`src/include/riscv_defs.svh`:
```
`ifndef RISCV_DEFS_SVH
`define RISCV_DEFS_SVH

// ==========================================================================
// Core widths
// ==========================================================================

// Data and address width, RV32
`define XLEN 32

// Register index width, x0..x31
`define REG_AW 5

// ==========================================================================
// Fetch
// ==========================================================================

// First fetch address out of reset
`define RESET_PC 32'h0000_0000

`endif

```
`src/hdl/riscvPkg.sv`:
```
`include "riscv_defs.svh"

package riscvPkg;

  // ========================================================================
  // Encodings
  // ========================================================================

  // Kept RV32I major opcodes
  typedef enum logic [6:0] {
    opNop    = 7'b0000000, // All-zero word, bubble after reset
    opLoad   = 7'b0000011, // lw
    opIType  = 7'b0010011, // addi andi ori slti
    opStore  = 7'b0100011, // sw
    opRType  = 7'b0110011, // add sub and or slt
    opBranch = 7'b1100011, // beq
    opJal    = 7'b1101111
  } opcodeE;

  // Main decoder's ALU class
  typedef enum logic [1:0] {
    aluAdd   = 2'b00, // Address calc
    aluSub   = 2'b01, // beq compare
    aluFunct = 2'b10  // Look at funct3/funct7
  } aluOpE;

  // Sub and slt run the adder as a subtractor
  typedef enum logic [2:0] {
    ctlAdd = 3'b000,
    ctlSub = 3'b001,
    ctlAnd = 3'b010,
    ctlOr  = 3'b011,
    ctlSlt = 3'b101
  } aluCtrlE;

  typedef enum logic [1:0] {
    immI = 2'b00,
    immS = 2'b01,
    immB = 2'b10,
    immJ = 2'b11
  } immSrcE;

  typedef enum logic [1:0] {
    resAlu = 2'b00,
    resMem = 2'b01,
    resPc4 = 2'b10  // Link value for jal
  } resultSrcE;

  // Execute operand source
  typedef enum logic [1:0] {
    fwdNone = 2'b00, // Register file value
    fwdWb   = 2'b01,
    fwdMem  = 2'b10
  } fwdSelE;

  // ========================================================================
  // Bundles
  // ========================================================================

  // Decode to execute control
  typedef struct packed {
    logic      regWrite;
    resultSrcE resultSrc;
    logic      memWrite;
    logic      jump;
    logic      branch;
    aluCtrlE   aluCtrl;
    logic      aluSrc;    // B operand from immediate
  } ctrlT;

  // Register indices seen by the hazard logic
  typedef struct packed {
    logic [`REG_AW-1:0] rs1D;
    logic [`REG_AW-1:0] rs2D;
    logic [`REG_AW-1:0] rs1E;
    logic [`REG_AW-1:0] rs2E;
    logic [`REG_AW-1:0] rdE;
    logic [`REG_AW-1:0] rdM;
    logic [`REG_AW-1:0] rdW;
  } regIdsT;

  typedef struct packed {
    logic   stallF;
    logic   stallD;
    logic   flushD;
    logic   flushE;
    fwdSelE fwdA;
    fwdSelE fwdB;
  } hazCtrlT;

  // Data memory request, write lands on the rising edge
  typedef struct packed {
    logic [`XLEN-1:0] addr;
    logic [`XLEN-1:0] wdata;
    logic             write;
  } dataBusT;

endpackage

```
`src/hdl/hazardUnit.sv`:
```
`timescale 1ns/1ps
`include "riscv_defs.svh"

module hazardUnit (
  input  riscvPkg::regIdsT  regIds,
  input  logic              loadE,
  input  logic              regWriteM,
  input  logic              regWriteW,
  input  logic              pcSrcE,
  output riscvPkg::hazCtrlT hazCtrl
);
  logic lwStall;

  // Youngest producer first, x0 never forwarded
  function automatic riscvPkg::fwdSelE pickSrc(input logic [`REG_AW-1:0] rs);
    if (rs == '0) begin
      return riscvPkg::fwdNone;
    end else if (regWriteM && rs == regIds.rdM) begin
      return riscvPkg::fwdMem;
    end else if (regWriteW && rs == regIds.rdW) begin
      return riscvPkg::fwdWb;
    end
    return riscvPkg::fwdNone;
  endfunction

  // Load result not ready until writeback of the memory read
  assign lwStall = loadE && ((regIds.rdE == regIds.rs1D) || (regIds.rdE == regIds.rs2D));

  always_comb begin
    hazCtrl.fwdA   = pickSrc(regIds.rs1E);
    hazCtrl.fwdB   = pickSrc(regIds.rs2E);
    hazCtrl.stallF = lwStall;
    hazCtrl.stallD = lwStall;
    hazCtrl.flushD = pcSrcE;                // Wrong-path fetch
    hazCtrl.flushE = lwStall | pcSrcE;      // Bubble or wrong-path decode
  end

  // Load and redirect both live in execute, so they exclude each other
  stallVsBranch: assert final (!(lwStall === 1'b1 && pcSrcE === 1'b1))
    else $error("hazardUnit: load-use stall during taken branch");

endmodule

```
`config.mk`:
```
export PLATFORM = sky130hd
export DESIGN_NAME = hazardUnit
export DESIGN_NICKNAME = d
export VERILOG_FILES = /design/src/hdl/riscvPkg.sv /design/src/hdl/hazardUnit.sv
export VERILOG_INCLUDE_DIRS = /design/src /design/src/include
export SDC_FILE = /design/constraint.sdc
export NUM_CORES = 1
export LEC_CHECK = 0
export BUFFER_PORTS_ARGS = -buffer_cell sky130_fd_sc_hd__buf_2
export CAP_MARGIN = 20
export CORE_AREA = 2 2 39 41
export DETAILED_ROUTE_END_ITERATION = 8
export DIE_AREA = 0 0 41 43
export PLACE_DENSITY_LB_ADDON = 0.15
export SETUP_SLACK_MARGIN = 0.5
export SLEW_MARGIN = 15
export SYNTH_ARGS = -nofsm -noshare
export SYNTH_HDL_FRONTEND = slang
export SYNTH_SLANG_ARGS = --single-unit
```
`constraint.sdc`:
```
create_clock -name vclk -period 1.1
set_clock_uncertainty 0.05 [all_clocks]
set_input_delay 0.11 -clock vclk [all_inputs]
set_output_delay 0.11 -clock vclk [all_outputs]
set_load 0.01 [all_outputs]
```
### Yosys cells after proc, flatten, opt, wreduce, memory -nomap -nowiden

Index checks and enable logic that the tools add are counted.

* equality and inequality tests: 6
* reduce and logical (&&, ||, !) cells: 8
* bitwise gates (word level): 1
* muxes and demuxes: 14

Operator list (number)
* $eq 5x5->1: 6
* $mux 2: 8
* $logic_not 5->1: 2
* $mux 1: 6
* $logic_and 1x1->1: 5
* $logic_or 1x1->1: 1
* $or 1x1->1: 1

* output and inout bits: 8
* logic and storage cells: 29
* register bits: 0

### Depth between registers and ports, before layout

* word-level depth: 6
* mapped depth: 4
* mapped depth without buffers: 4

### Worst setup path after synthesis

Ideal clock, no wire load.

* kind: input port to output port
* start point: input port regIds[21] (netlist name)
* end point: output port hazCtrl[2] (netlist name)
* setup slack: -0.047 ns
* path buffers: 0
* cell stages on the path: 4
* data arrival time: 0.987 ns
* cells stage by stage: or4_4 nor2_4 nor2_1 and4_1

RTL lines
* start, declared: RTL line hazardUnit.sv:5 `input riscvPkg::regIdsT regIds,`
* end, declared: RTL line hazardUnit.sv:10 `output riscvPkg::hazCtrlT hazCtrl`

==> summary.txt <==
Status
  • Outcome: finished, violations left
  • Failing checks: negative setup slack

Place
  • Pre-CTS setup slack: -230 ps
  • Number of port buffers: 47
  • Post-DP Area: 762 µm²
  • GPL Wtd Cong: about 0.74

Power
  • Power per cell area: 372 nW/µm²
  • Tot Pwr: between 300 and 400 µW
  • Clock share of power: 0
  • Comb power frac: 1.000
  • Switching Fraction: 0.394
  • Lkg Pwr: 0.429 nW
  • Int Power: 205 µW
  • Sequential share of power: 0
  • Psw: 133 µW
  • Worst VDD drop: approximately 190 µV

Floorplan
  • Chip width: 41 µm
  • Core area: approximately 1400 µm²
  • Rows: 14
  • Initial core utilization: 0.303
  • Die area: between 1500 and 2000 µm²
  • I/O pins: 47
  • Die H: between 40 and 50 µm

Synth
  • Compound-Gate Fraction of Synth Area: 0.0149
  • Synth warnings: 0
  • Syn Inst Count: between 50 and 60
  • Area share of fa/ha/maj cells after synthesis: 0
  • Simple-Gate Fraction of Synth Area: 0.304
  • Library cells used by synthesis: 15
  • Post-synthesis xor/xnor area fraction: 0.627
  • Seq/Total Area, Yosys: 0
  • Synthesized area: 419 µm²
  • Mux cell area share after synthesis: 0
  • Mapped Avg Cell Area: ~7.6 µm²
  • Syn_nets: 94
  • Main combinational cell family by area after synthesis: XOR/XNOR gates

Global routing
  • First-pass GRT wire length: 2.08 mm
  • Tot GR Track Use: 0.160
  • Total grt overflow: 0
  • Vias in the first global route: about 540
  • Initial antenna violation count: 0
  • Largest net degree at the start of global routing: 4

Layout
  • Register Area: 0 µm²
  • Multi-input logic area: about 470 µm²
  • Area Overhead vs Synth: 116%
  • Sequential cell count: 0
  • Post-route cell area: 907 µm²
  • Clock Buffer Count: 0
  • Layout cells sized above 1: 0.649
  • Most common cell after layout, fill and taps aside: buf_2
  • # fillers: about 130
  • Final nets: approximately 150
  • Antenna Cells: 0
  • Most frequent cells in the layout: buf_2, xnor2_1, buf_6, buf_4, xor2_1

Timing
  • Worst Slack Setup Final: -204 ps
  • FMAX: 767 MHz
  • Unrepaired setup endpoints after global routing: yes
  • Tcrit/Tclk final: 1.19
  • Final TNS setup: -599 ps
  • Final Hold Vio Count: 0
  • Final setup viols: 4
  • Hold_ws: between 300 and 400 ps
  • Measured slew at the worst slew-check pin: 214 ps
  • Minimum clock period: between 1000 and 1500 ps
  • Slew Limit Fails: 0
  • Max-slew headroom: 0.856

Drt
  • Wirelength per Cell: 11.5 µm
  • Total iterations of the first detailed-routing run: 1
  • WL final: between 1 and 1.5 mm
  • DRC Markers: 0
  • Vias: roughly 580
  • ANT nets after route: 0
  • Via density: around 4.6
  • DRT iter0 DRCs: 0

Critical path
  • Crit end category: output port
  • Critical Path Start Type: primary input
  • Worst-path maximum fanout: 2
  • Crit Path Category: in2out
  • Data arrival, critical path: about 1100 ps
  • WP data required: 940 ps

Clock network
  • Hold_buf cts: 0

Worst hold path
  • Hold WC Path Type: in2out

Run
  • MaxCap Viol Count: 0
## kinds of logic (layout without fill, tap and decap cells)
family	count (synthesis)	count (layout)
XOR/XNOR	30	30
AND/OR/NAND/NOR	21	21
buffers and inverters	3	59
AO/OA/AOI/OAI	1	1
## metrics by stage
| stage | utilization | std cells |
|---|---|---|
| final | 0.656 | 127 |
| after CTS | 0.629 | 127 |
| after detailed placement | 0.551 | 124 |
| after global routing | 0.656 | 127 |
| after global placement | 0.551 | 124 |
| after floorplan | - | 55 |
## final cells by class
class,instances,area share
Multi-Input combinational cell,52,0.513
Tap cell,16,0.0221
Timing Repair Buffer,59,0.465
## power groups by stage
| stage | sequential, mW | combinational (mW) | clock [mW] |
|---|---|---|---|
| 2_1_floorplan | 0 | 0.132 | 0 |
| 3_3_place_gp | 0 | 0.278 | 0 |
| 3_5_place_dp | 0 | 0.280 | 0 |
| 4_1_cts | 0 | 0.318 | 0 |
| 5_1_grt | 0 | 0.365 | 0 |
| 6_report | 0 | 0.337 | 0 |
## synth_stat cells
master / count / area (µm²)
nor2_1: 4 / 15.0
nor4_1: 2 / 12.5
nand3_1: 2 / 10.0
xor2_1: 8 / 70.1
nand4_1: 4 / 25.0
nor2_4: 1 / 11.3
buf_4: 3 / 22.5
o22ai_1: 1 / 6.26
nand2_1: 3 / 11.3
and4_1: 1 / 8.76
or2_1: 1 / 6.26
nor4b_1: 1 / 8.76
or4_4: 1 / 11.3
or4_1: 1 / 7.51
xnor2_1: 22 / 193
## worst max-delay path: stages
cell and delay, ps:
buf_8 90, or4_4 540, nor2_4 100, nor2_1 40, and4_1 130, buf_2 130
## routing by layer
layer	GRT usage	up-vias	wire, µm
met5	0	-	0
met4	0	0	0
met3	0.0209	0	108
met2	0.300	26	855
met1	0.191	259	495
li1	-	298	-
## worst paths after layout
path,start,to,slack [ps],cells past startpoint
worst max-delay path,regIds[22],hazCtrl[2],-200,6
worst min-delay path,pcSrcE,hazCtrl[5],370,2
## what timing repair did
item / 4_1_cts / 5_1_grt
setup endpoints to repair: 7 / 7
endpoints found under the hold margin: 0 / 0
pin swaps: 7 / 5
gates cloned: 0 / 0
setup buffers: 3 / 0
gates resized for setup: 20 / 7
Note: power is estimated with default switching activity, not from simulation.
