$ cat src/include/riscv_defs.svh
`ifndef RISCV_DEFS_SVH
`define RISCV_DEFS_SVH

// ==========================================================================
// Core widths
// ==========================================================================

// Data and address width, RV32
`define XLEN 32

// Register index width, x0..x31
`define REG_AW 5

// ==========================================================================
// Fetch
// ==========================================================================

// First fetch address out of reset
`define RESET_PC 32'h0000_0000

`endif

$ cat src/hdl/riscvPkg.sv
`include "riscv_defs.svh"

package riscvPkg;

  // ========================================================================
  // Encodings
  // ========================================================================

  // Kept RV32I major opcodes
  typedef enum logic [6:0] {
    opNop    = 7'b0000000, // All-zero word, bubble after reset
    opLoad   = 7'b0000011, // lw
    opIType  = 7'b0010011, // addi andi ori slti
    opStore  = 7'b0100011, // sw
    opRType  = 7'b0110011, // add sub and or slt
    opBranch = 7'b1100011, // beq
    opJal    = 7'b1101111
  } opcodeE;

  // Main decoder's ALU class
  typedef enum logic [1:0] {
    aluAdd   = 2'b00, // Address calc
    aluSub   = 2'b01, // beq compare
    aluFunct = 2'b10  // Look at funct3/funct7
  } aluOpE;

  // Sub and slt run the adder as a subtractor
  typedef enum logic [2:0] {
    ctlAdd = 3'b000,
    ctlSub = 3'b001,
    ctlAnd = 3'b010,
    ctlOr  = 3'b011,
    ctlSlt = 3'b101
  } aluCtrlE;

  typedef enum logic [1:0] {
    immI = 2'b00,
    immS = 2'b01,
    immB = 2'b10,
    immJ = 2'b11
  } immSrcE;

  typedef enum logic [1:0] {
    resAlu = 2'b00,
    resMem = 2'b01,
    resPc4 = 2'b10  // Link value for jal
  } resultSrcE;

  // Execute operand source
  typedef enum logic [1:0] {
    fwdNone = 2'b00, // Register file value
    fwdWb   = 2'b01,
    fwdMem  = 2'b10
  } fwdSelE;

  // ========================================================================
  // Bundles
  // ========================================================================

  // Decode to execute control
  typedef struct packed {
    logic      regWrite;
    resultSrcE resultSrc;
    logic      memWrite;
    logic      jump;
    logic      branch;
    aluCtrlE   aluCtrl;
    logic      aluSrc;    // B operand from immediate
  } ctrlT;

  // Register indices seen by the hazard logic
  typedef struct packed {
    logic [`REG_AW-1:0] rs1D;
    logic [`REG_AW-1:0] rs2D;
    logic [`REG_AW-1:0] rs1E;
    logic [`REG_AW-1:0] rs2E;
    logic [`REG_AW-1:0] rdE;
    logic [`REG_AW-1:0] rdM;
    logic [`REG_AW-1:0] rdW;
  } regIdsT;

  typedef struct packed {
    logic   stallF;
    logic   stallD;
    logic   flushD;
    logic   flushE;
    fwdSelE fwdA;
    fwdSelE fwdB;
  } hazCtrlT;

  // Data memory request, write lands on the rising edge
  typedef struct packed {
    logic [`XLEN-1:0] addr;
    logic [`XLEN-1:0] wdata;
    logic             write;
  } dataBusT;

endpackage

$ cat src/hdl/controlUnit.sv
`timescale 1ns/1ps

module controlUnit (
  input  logic                clk,
  input  logic                reset,
  input  riscvPkg::opcodeE    opD,
  input  logic [2:0]          funct3D,
  input  logic [6:0]          funct7D,
  input  logic                zeroE,
  input  logic                flushE,
  output riscvPkg::immSrcE    immSrcD,
  output riscvPkg::ctrlT      ctrlE,
  output logic                pcSrcE,
  output logic                loadE,      // Load in execute, for stall check
  output logic                memWriteM,
  output logic                regWriteM,
  output logic                regWriteW,
  output riscvPkg::resultSrcE resultSrcW
);
  riscvPkg::ctrlT      ctrlD;
  riscvPkg::aluOpE     aluOpD;
  riscvPkg::resultSrcE resultSrcM;
  logic                subD;

  // funct7[5] means sub only on R-type, addi uses that bit as immediate
  assign subD = (opD == riscvPkg::opRType) && funct7D[5];

  // ========================================================================
  // Decode stage, main decoder then ALU decoder
  // ========================================================================
  always_comb begin
    ctrlD   = '0;
    aluOpD  = riscvPkg::aluAdd;
    immSrcD = riscvPkg::immI;
    case (opD)
      riscvPkg::opLoad: begin
        ctrlD.regWrite  = 1'b1;
        ctrlD.resultSrc = riscvPkg::resMem;
        ctrlD.aluSrc    = 1'b1;            // Base + offset
      end
      riscvPkg::opStore: begin
        ctrlD.memWrite = 1'b1;
        ctrlD.aluSrc   = 1'b1;
        immSrcD        = riscvPkg::immS;
      end
      riscvPkg::opRType: begin
        ctrlD.regWrite = 1'b1;
        aluOpD         = riscvPkg::aluFunct;
      end
      riscvPkg::opIType: begin
        ctrlD.regWrite = 1'b1;
        ctrlD.aluSrc   = 1'b1;
        aluOpD         = riscvPkg::aluFunct;
      end
      riscvPkg::opBranch: begin
        ctrlD.branch = 1'b1;
        aluOpD       = riscvPkg::aluSub;    // Zero flag on equal
        immSrcD      = riscvPkg::immB;
      end
      riscvPkg::opJal: begin
        ctrlD.regWrite  = 1'b1;
        ctrlD.jump      = 1'b1;
        ctrlD.resultSrc = riscvPkg::resPc4; // rd gets PC+4
        immSrcD         = riscvPkg::immJ;
      end
      default: ctrlD = '0;                 // Bubble
    endcase

    // ALU operation
    case (aluOpD)
      riscvPkg::aluSub: ctrlD.aluCtrl = riscvPkg::ctlSub;
      riscvPkg::aluFunct: begin
        case (funct3D)
          3'b000:  ctrlD.aluCtrl = subD ? riscvPkg::ctlSub : riscvPkg::ctlAdd;
          3'b010:  ctrlD.aluCtrl = riscvPkg::ctlSlt; // slt, slti
          3'b110:  ctrlD.aluCtrl = riscvPkg::ctlOr;  // or, ori
          3'b111:  ctrlD.aluCtrl = riscvPkg::ctlAnd; // and, andi
          default: ctrlD.aluCtrl = riscvPkg::ctlAdd;
        endcase
      end
      default: ctrlD.aluCtrl = riscvPkg::ctlAdd;
    endcase
  end

  // ========================================================================
  // Control pipeline, execute then memory and writeback
  // ========================================================================
  always_ff @(posedge clk or posedge reset) begin
    if (reset) begin
      ctrlE <= '0;
    end else if (flushE) begin
      ctrlE <= '0;                         // Kill on redirect or load-use
    end else begin
      ctrlE <= ctrlD;
    end
  end

  always_ff @(posedge clk or posedge reset) begin
    if (reset) begin
      regWriteM  <= 1'b0;
      memWriteM  <= 1'b0;
      resultSrcM <= riscvPkg::resAlu;
      regWriteW  <= 1'b0;
      resultSrcW <= riscvPkg::resAlu;
    end else begin
      regWriteM  <= ctrlE.regWrite;
      memWriteM  <= ctrlE.memWrite;
      resultSrcM <= ctrlE.resultSrc;
      regWriteW  <= regWriteM;
      resultSrcW <= resultSrcM;
    end
  end

  // Redirect resolved in execute
  assign pcSrcE = (ctrlE.branch & zeroE) | ctrlE.jump;
  assign loadE  = (ctrlE.resultSrc == riscvPkg::resMem);

  // Fetch only ever hands decode a supported word
  opKnown: assert property (@(posedge clk) disable iff (reset)
    opD inside {riscvPkg::opNop, riscvPkg::opLoad, riscvPkg::opStore,
                riscvPkg::opRType, riscvPkg::opIType, riscvPkg::opBranch,
                riscvPkg::opJal})
    else $error("controlUnit: unknown opcode %b in decode", opD);

endmodule

$ cat config.mk
export PLATFORM = sky130hd
export DESIGN_NAME = controlUnit
export DESIGN_NICKNAME = d
export VERILOG_FILES = /design/src/hdl/riscvPkg.sv /design/src/hdl/controlUnit.sv
export VERILOG_INCLUDE_DIRS = /design/src /design/src/include
export SDC_FILE = /design/constraint.sdc
export NUM_CORES = 1
export LEC_CHECK = 0
export BUFFER_PORTS_ARGS = -buffer_cell sky130_fd_sc_hd__buf_4
export CAP_MARGIN = 15
export CORE_MARGIN = 2
export CORE_UTILIZATION = 40
export DETAILED_ROUTE_END_ITERATION = 12
export MAX_ROUTING_LAYER = met4
export PLACE_DENSITY = 0.75
export SLEW_MARGIN = 20
export SYNTH_ARGS = -nofsm -noshare
export SYNTH_HDL_FRONTEND = slang
export SYNTH_SLANG_ARGS = --single-unit
$ cat constraint.sdc
create_clock -name clk -period 1.3 [get_ports clk]
set_clock_uncertainty 0.2 [all_clocks]
set_input_delay 0.065 -clock clk [delete_from_list [all_inputs] [get_ports clk]]
set_output_delay 0.065 -clock clk [all_outputs]
set_load 0.05 [all_outputs]
==> Yosys cells after proc, flatten, opt, wreduce, memory -nomap -nowiden <==
Index checks and enable logic that the tools add are counted.
{ "word_totals": {"reg_bits": 17, "inputBits": 21, "out_inout_bits": 19, "elab_cells": 43} }
{ "classes": {"eq_ne": 12, "n_mux": 12, "bitwise": 2, "n_reduce_logical": 5} }
{ "op_table": {"columns": ["operator", "n"], "rows": [
  ["equality test 7 x 6 -> 1 bit, second input constant", 2],
  ["equality test 7 bit, second input constant", 2],
  ["one-hot mux 3 bit (4 select lines)", 1],
  ["2-to-1 mux 10 bit", 1],
  ["one-hot mux 2 bit (2 select lines)", 2],
  ["equality test 7 x 2 -> 1 bit, second input constant", 1],
  ["equality test 7 x 5 -> 1 bit, second input constant", 1],
  ["equality test 3 bit, second input constant", 2],
  ["2-to-1 mux 1 bit", 6],
  ["one-hot mux 2 bit (3 select lines)", 1],
  ["one-hot mux 3 bit (2 select lines)", 1],
  ["equality test 2 x 1 -> 1 bit, second input constant", 2],
  ["OR reduction 4 bit", 1],
  ["equality test 3 x 2 -> 1 bit, second input constant", 1],
  ["zero test 3 bit", 1],
  ["OR reduction 3 bit", 1],
  ["equality test 2 bit, second input constant", 1],
  ["OR reduction 2 bit", 1],
  ["bitwise AND 1 bit", 1],
  ["logical AND 1 bit", 1],
  ["OR 1 bit", 1]
]} }

==> Longest topological paths before layout <==
{ "depth": {"word_depth": 6, "depth_mapped": 6} }

==> Worst setup path after synthesis <==
Ideal clock, no wire load.
{ "synth_path": {"kind": "input to output", "startpoint": "input opD[3]", "endpoint": "output immSrcD[0]", "arrival_time_ns": 1.672, "required_ns": 1.035, "setup_slack_ns": -0.637, "stages": 2, "cell_sequence": "or3_1 -> a211oi_1"} }
{ "synth_via": {"elab_chain_cells": 2, "elab_cells_between_ends": 4} }
{ "synth_lines": {"columns": ["item", "line", "text"], "rows": [
  ["start, declared", "controlUnit.sv:6", "input riscvPkg::opcodeE opD,"],
  ["equality test 7 bit or equality test 7 x 6 -> 1 bit (tied branches)", "controlUnit.sv:35", "case (opD)"],
  ["one-hot mux 2 bit (3 select lines) *", "controlUnit.sv:35", null],
  ["end, declared", "controlUnit.sv:11", "output riscvPkg::immSrcE immSrcD,"]
]} }
Mark *: on every way between the ends. The rest lies on a longest branch, timed or not.

==> Final worst setup path <==
{ "layout_path": {"startpoint": "input opD[3]", "endpoint": "register ctrlE[2] in the netlist's numbering"} }
{ "layout_via": {"elab_chain_cells": 6, "elab_cells_between_ends": 9} }
{ "layout_lines": {"columns": ["item", "line", "text"], "rows": [
  ["equality test 7 x 6 -> 1 bit or equality test 7 x 5 -> 1 bit (tied branches)", "controlUnit.sv:35", null],
  ["OR reduction 2 bit (no source line)", null, null],
  ["one-hot mux 2 bit (2 select lines) *", "controlUnit.sv:35", null],
  ["equality test 2 bit or equality test 2 x 1 -> 1 bit (tied branches)", "controlUnit.sv:70", "case (aluOpD)"],
  ["one-hot mux 3 bit (2 select lines) *", "controlUnit.sv:70", null],
  ["2-to-1 mux 10 bit *", "controlUnit.sv:91", "end else if (flushE) begin"],
  ["end signal, assigned", "controlUnit.sv:94", "ctrlE <= ctrlD;"],
  ["end, declared", "controlUnit.sv:12", "output riscvPkg::ctrlT ctrlE,"]
]} }
Marked as above.

==> results by group <==
Power
  – Clock Power Share: a little under a third
  – Switching Share: between 20% and 30%
  – Sw power: 220 uW
  – Seq pwr share: 50.6%
  – Total Power: about 990 uW
  – Logic pwr share: 17.8%
  – LEAKAGE: about 0.00065 uW
  – Pwr dens: approximately 770 mW/mm^2
  – Internal power: around 770 uW
  – VDD IR max: about 0.51 mV

Timing
  – Final hold vios: 2
  – Peak Freq: between 700 and 800 MHz
  – Fin Hold WS: -0.132 ns
  – Worst slew pin tran: 0.235 ns
  – Slew margin rel.: a little over four fifths
  – Pins Over Slew Limit: 0
  – Final setup fails: 5
  – Final WS setup: -0.0422 ns
  – Tmin final: 1.34 ns
  – Crit share post-route: 103%
  – RSZ-0062 raised after global routing: yes

Cells and area
  – Number of diodes: 0
  – Layout Nets: 143
  – Ratio of cells with drive above 1 in the final layout: ~56%
  – Fillcell total: 83
  – Area growth from synthesis to layout: 96.9%

Floorplanning
  – Num ports: 40
  – Number of cell rows: 14
  – Core area: about 0.0015 mm^2
  – Initial Utilization: a little over two fifths
  – Floorplan die height: 44.4 um
  – Die width: 44.4 um
  – Die area: 0.00198 mm^2

Critical path
  – Worst Path Max Fanout: 2
  – WS Path Type: in2reg
  – Crit path DAT: roughly 1.4 ns
  – CP required: 1.31 ns
  – Startpoint class of the critical path: input pin
  – Crit-path cells: buf_4 -> or2_4 -> or3_4 -> ha_4 -> nor2_4 -> nand2_1 -> nor2_2
  – Slowest cell delay on critical path: between 0.3 and 0.4 ns
  – Worst Setup End Kind: flip-flop
  – Crit-path slowest cell: or3_4
  – Reg2Reg Depth: 0

Status
  – Outcome: finished with violations
  – Failing checks: negative hold slack, negative setup slack

Drt
  – WL final: 1.92 mm
  – WL per Instance: ~14 um
  – Initial DRT Pass Iterations: 4
  – Vias/cell: ~5.2
  – Routed via count: between 700 and 800
  – Wl on met1: between 600 and 700 um
  – DR top layer: met4
  – 1st-iter DRT viols: 3
  – Routed Antenna Nets: 0
  – DRC violation count after routing: 0
  – Met2 WL: 1.07 mm
  – Metal3 WL: ~110 um

Clock tree
  – Root Buffer: clkbuf_4
  – Clock Latency Late Sink: around 0.28 ns
  – H-tree lvl count: 1
  – Clock Sinks: 16
  – Cts hold-fix bufs: 12
  – TritonCTS clock tree: done
  – Reg clk slew, reported paths: ~0.09 ns
  – Clock Tree Buf Depth: 2
  – Num CTS Buffers: 3

Logic synthesis
  – Synth warn: 0
  – Synthesized cell area: about 650 um^2
  – #FFs+latches synth: 16
  – Area fraction of the dominant cell type after synthesis: roughly three fifths
  – Compound-cell area share of the yosys netlist: under 10%
  – Register area share after synthesis: just over 60%
  – Synth area leader: dfrtp_1
  – Main combinational cell family by area after synthesis: simple AND/OR/NAND/NOR gates
  – Simple-gate share of the synthesized area: about 24%
  – Post-synth EDFFs: 0
  – Post-synthesis async set-or-reset flop share: 100%
  – Post-synthesis mux area share: 0%
  – Synthesized area per cell: 11.3 um^2
  – Synth area leaders: dfrtp_1 (61%), ha_1 (3.8%), a21oi_1 (3.1%), nor3_1 (2.3%), inv_1 (2.3%)
  – Post-synth top cells: dfrtp_1 (16), a21oi_1 (4), inv_1 (4), nand2_1 (4), nor2_1 (4)
  – Synthesized instance count: 58
  – Post-synth top flop: dfrtp_1
  – Xor/xnor share of the synthesized area: 0%
  – Post-synthesis adder-cell area fraction: 3.82%
  – Synth cell types: 25
  – Syn Nets: slightly above 80
  – Top-count cell post-synth: dfrtp_1

GRT
  – Vias in the first global route: 730
  – Global route total overflow: 0
  – Largest net degree at the start of global routing: 17
  – Gr usage total: 22.5%
  – Initial antenna violation count: 0
  – First-pass GRT wire length: between 3 and 4 mm

Hold path
  – Hold path cells: 3
  – Hold WC Path Type: in2reg

Placed design
  – DPL Wire Length: 1.17 mm
  – Port buffer count: 33
  – Pre-CTS setup slack: -0.395 ns
  – GPL Wtd Cong: 0.789

Flow run
  – Max-cap viol count: 0
-- kinds of logic after synthesis --
family          count (synthesis)
buf+inv                         5
fa+ha+maj                       2
compound gates                  8
flops                          16
simple gates                   27
-- state kept, by name, summed over array words and instances (netlist names) --
name and flops:
ctrlE 9, resultSrcM 2, resultSrcW 2, memWriteM 1
regWriteM 1, regWriteW 1
-- worst paths after layout --
| check | start | to | slack [ns] |
|---|---|---|---|
| min in group asynchronous | reset | regWriteM | 0.14 |
| worst max-delay path | opD[3] | ctrlE[2] | -0.04 |
| worst max register to register | ctrlE[5] | resultSrcM[1] | 0.53 |
| worst min-delay path | funct3D[2] | ctrlE[3] | -0.13 |
| max in group asynchronous | reset | ctrlE[7] | 0.58 |
| worst min register to register | resultSrcM[1] | resultSrcW[1] | 0.16 |
-- worst max-delay path: cells and delay by family --
family / cells / cell delay, ns
fa+ha+maj: 1 / 0.23
buf+inv: 1 / 0.12
simple gates: 5 / 0.94
-- per-layer routing --
metal	GRT usage, %	up-vias
met5	-	-
met4	14.5	0
met3	2.45	6
met2	40.3	40
met1	23.1	335
li1	-	325
-- placed cells by master (no fill, tap or decap), drive strengths merged --
cell,n
nor2b,1
nor4,1
nand3,1
a21oi,4
nor2,4
nor3b,1
clkbuf,4
dlygate4sd3,11
and3,1
a21o,1
dfrtp,16
ha,2
o21ai,1
and2b,1
nand4,1
nand2b,1
inv,4
o22ai,1
and3b,1
nor3,3
or3,2
nand3b,2
nor4bb,1
or2,2
nand2,4
buf,47
a211oi,1
-- area by class of cell --
class / count / area, um^2 / area share (%)
timing repair buffer: 58 / 500 / 38.8
clock buffer: 4 / 36.3 / 2.82
sequential: 16 / 403 / 31.3
inverter: 4 / 15.0 / 1.17
tap: 16 / 20.0 / 1.55
multi-input combinational: 37 / 314 / 24.4
-- power by group through the flow --
stage	Clock [uW]	Sequential (uW)	Combinational, uW
detailed placement	0	510	123
global route	345	501	188
finish	313	500	176
global placement	0	510	121
floorplan	0	517	36.4
CTS	316	500	163
-- timing repair --
action                                 4_1_cts  5_1_grt
pin swaps                                    7        2
resized for setup                           16        7
setup endpoints to repair                    6        8
buffers inserted                             2        0
endpoints found under the hold margin       25        3
-- metrics by stage --
step           cell area, um^2  instances  hold WS, ns  setup TNS, ns  util, %
5_1_grt                   1290        135       -0.147         -0.357     84.6
3_3_place_gp              1020        117       -0.119         -0.844     66.9
2_1_floorplan              677         58       -0.221         -0.453        -
4_1_cts                   1260        135       0.0852         -0.105     82.5
6_report                  1290        135       -0.132         -0.149     84.6
3_5_place_dp              1020        117       -0.115          -1.01     66.9
Power figures use the tool's default switching activity.
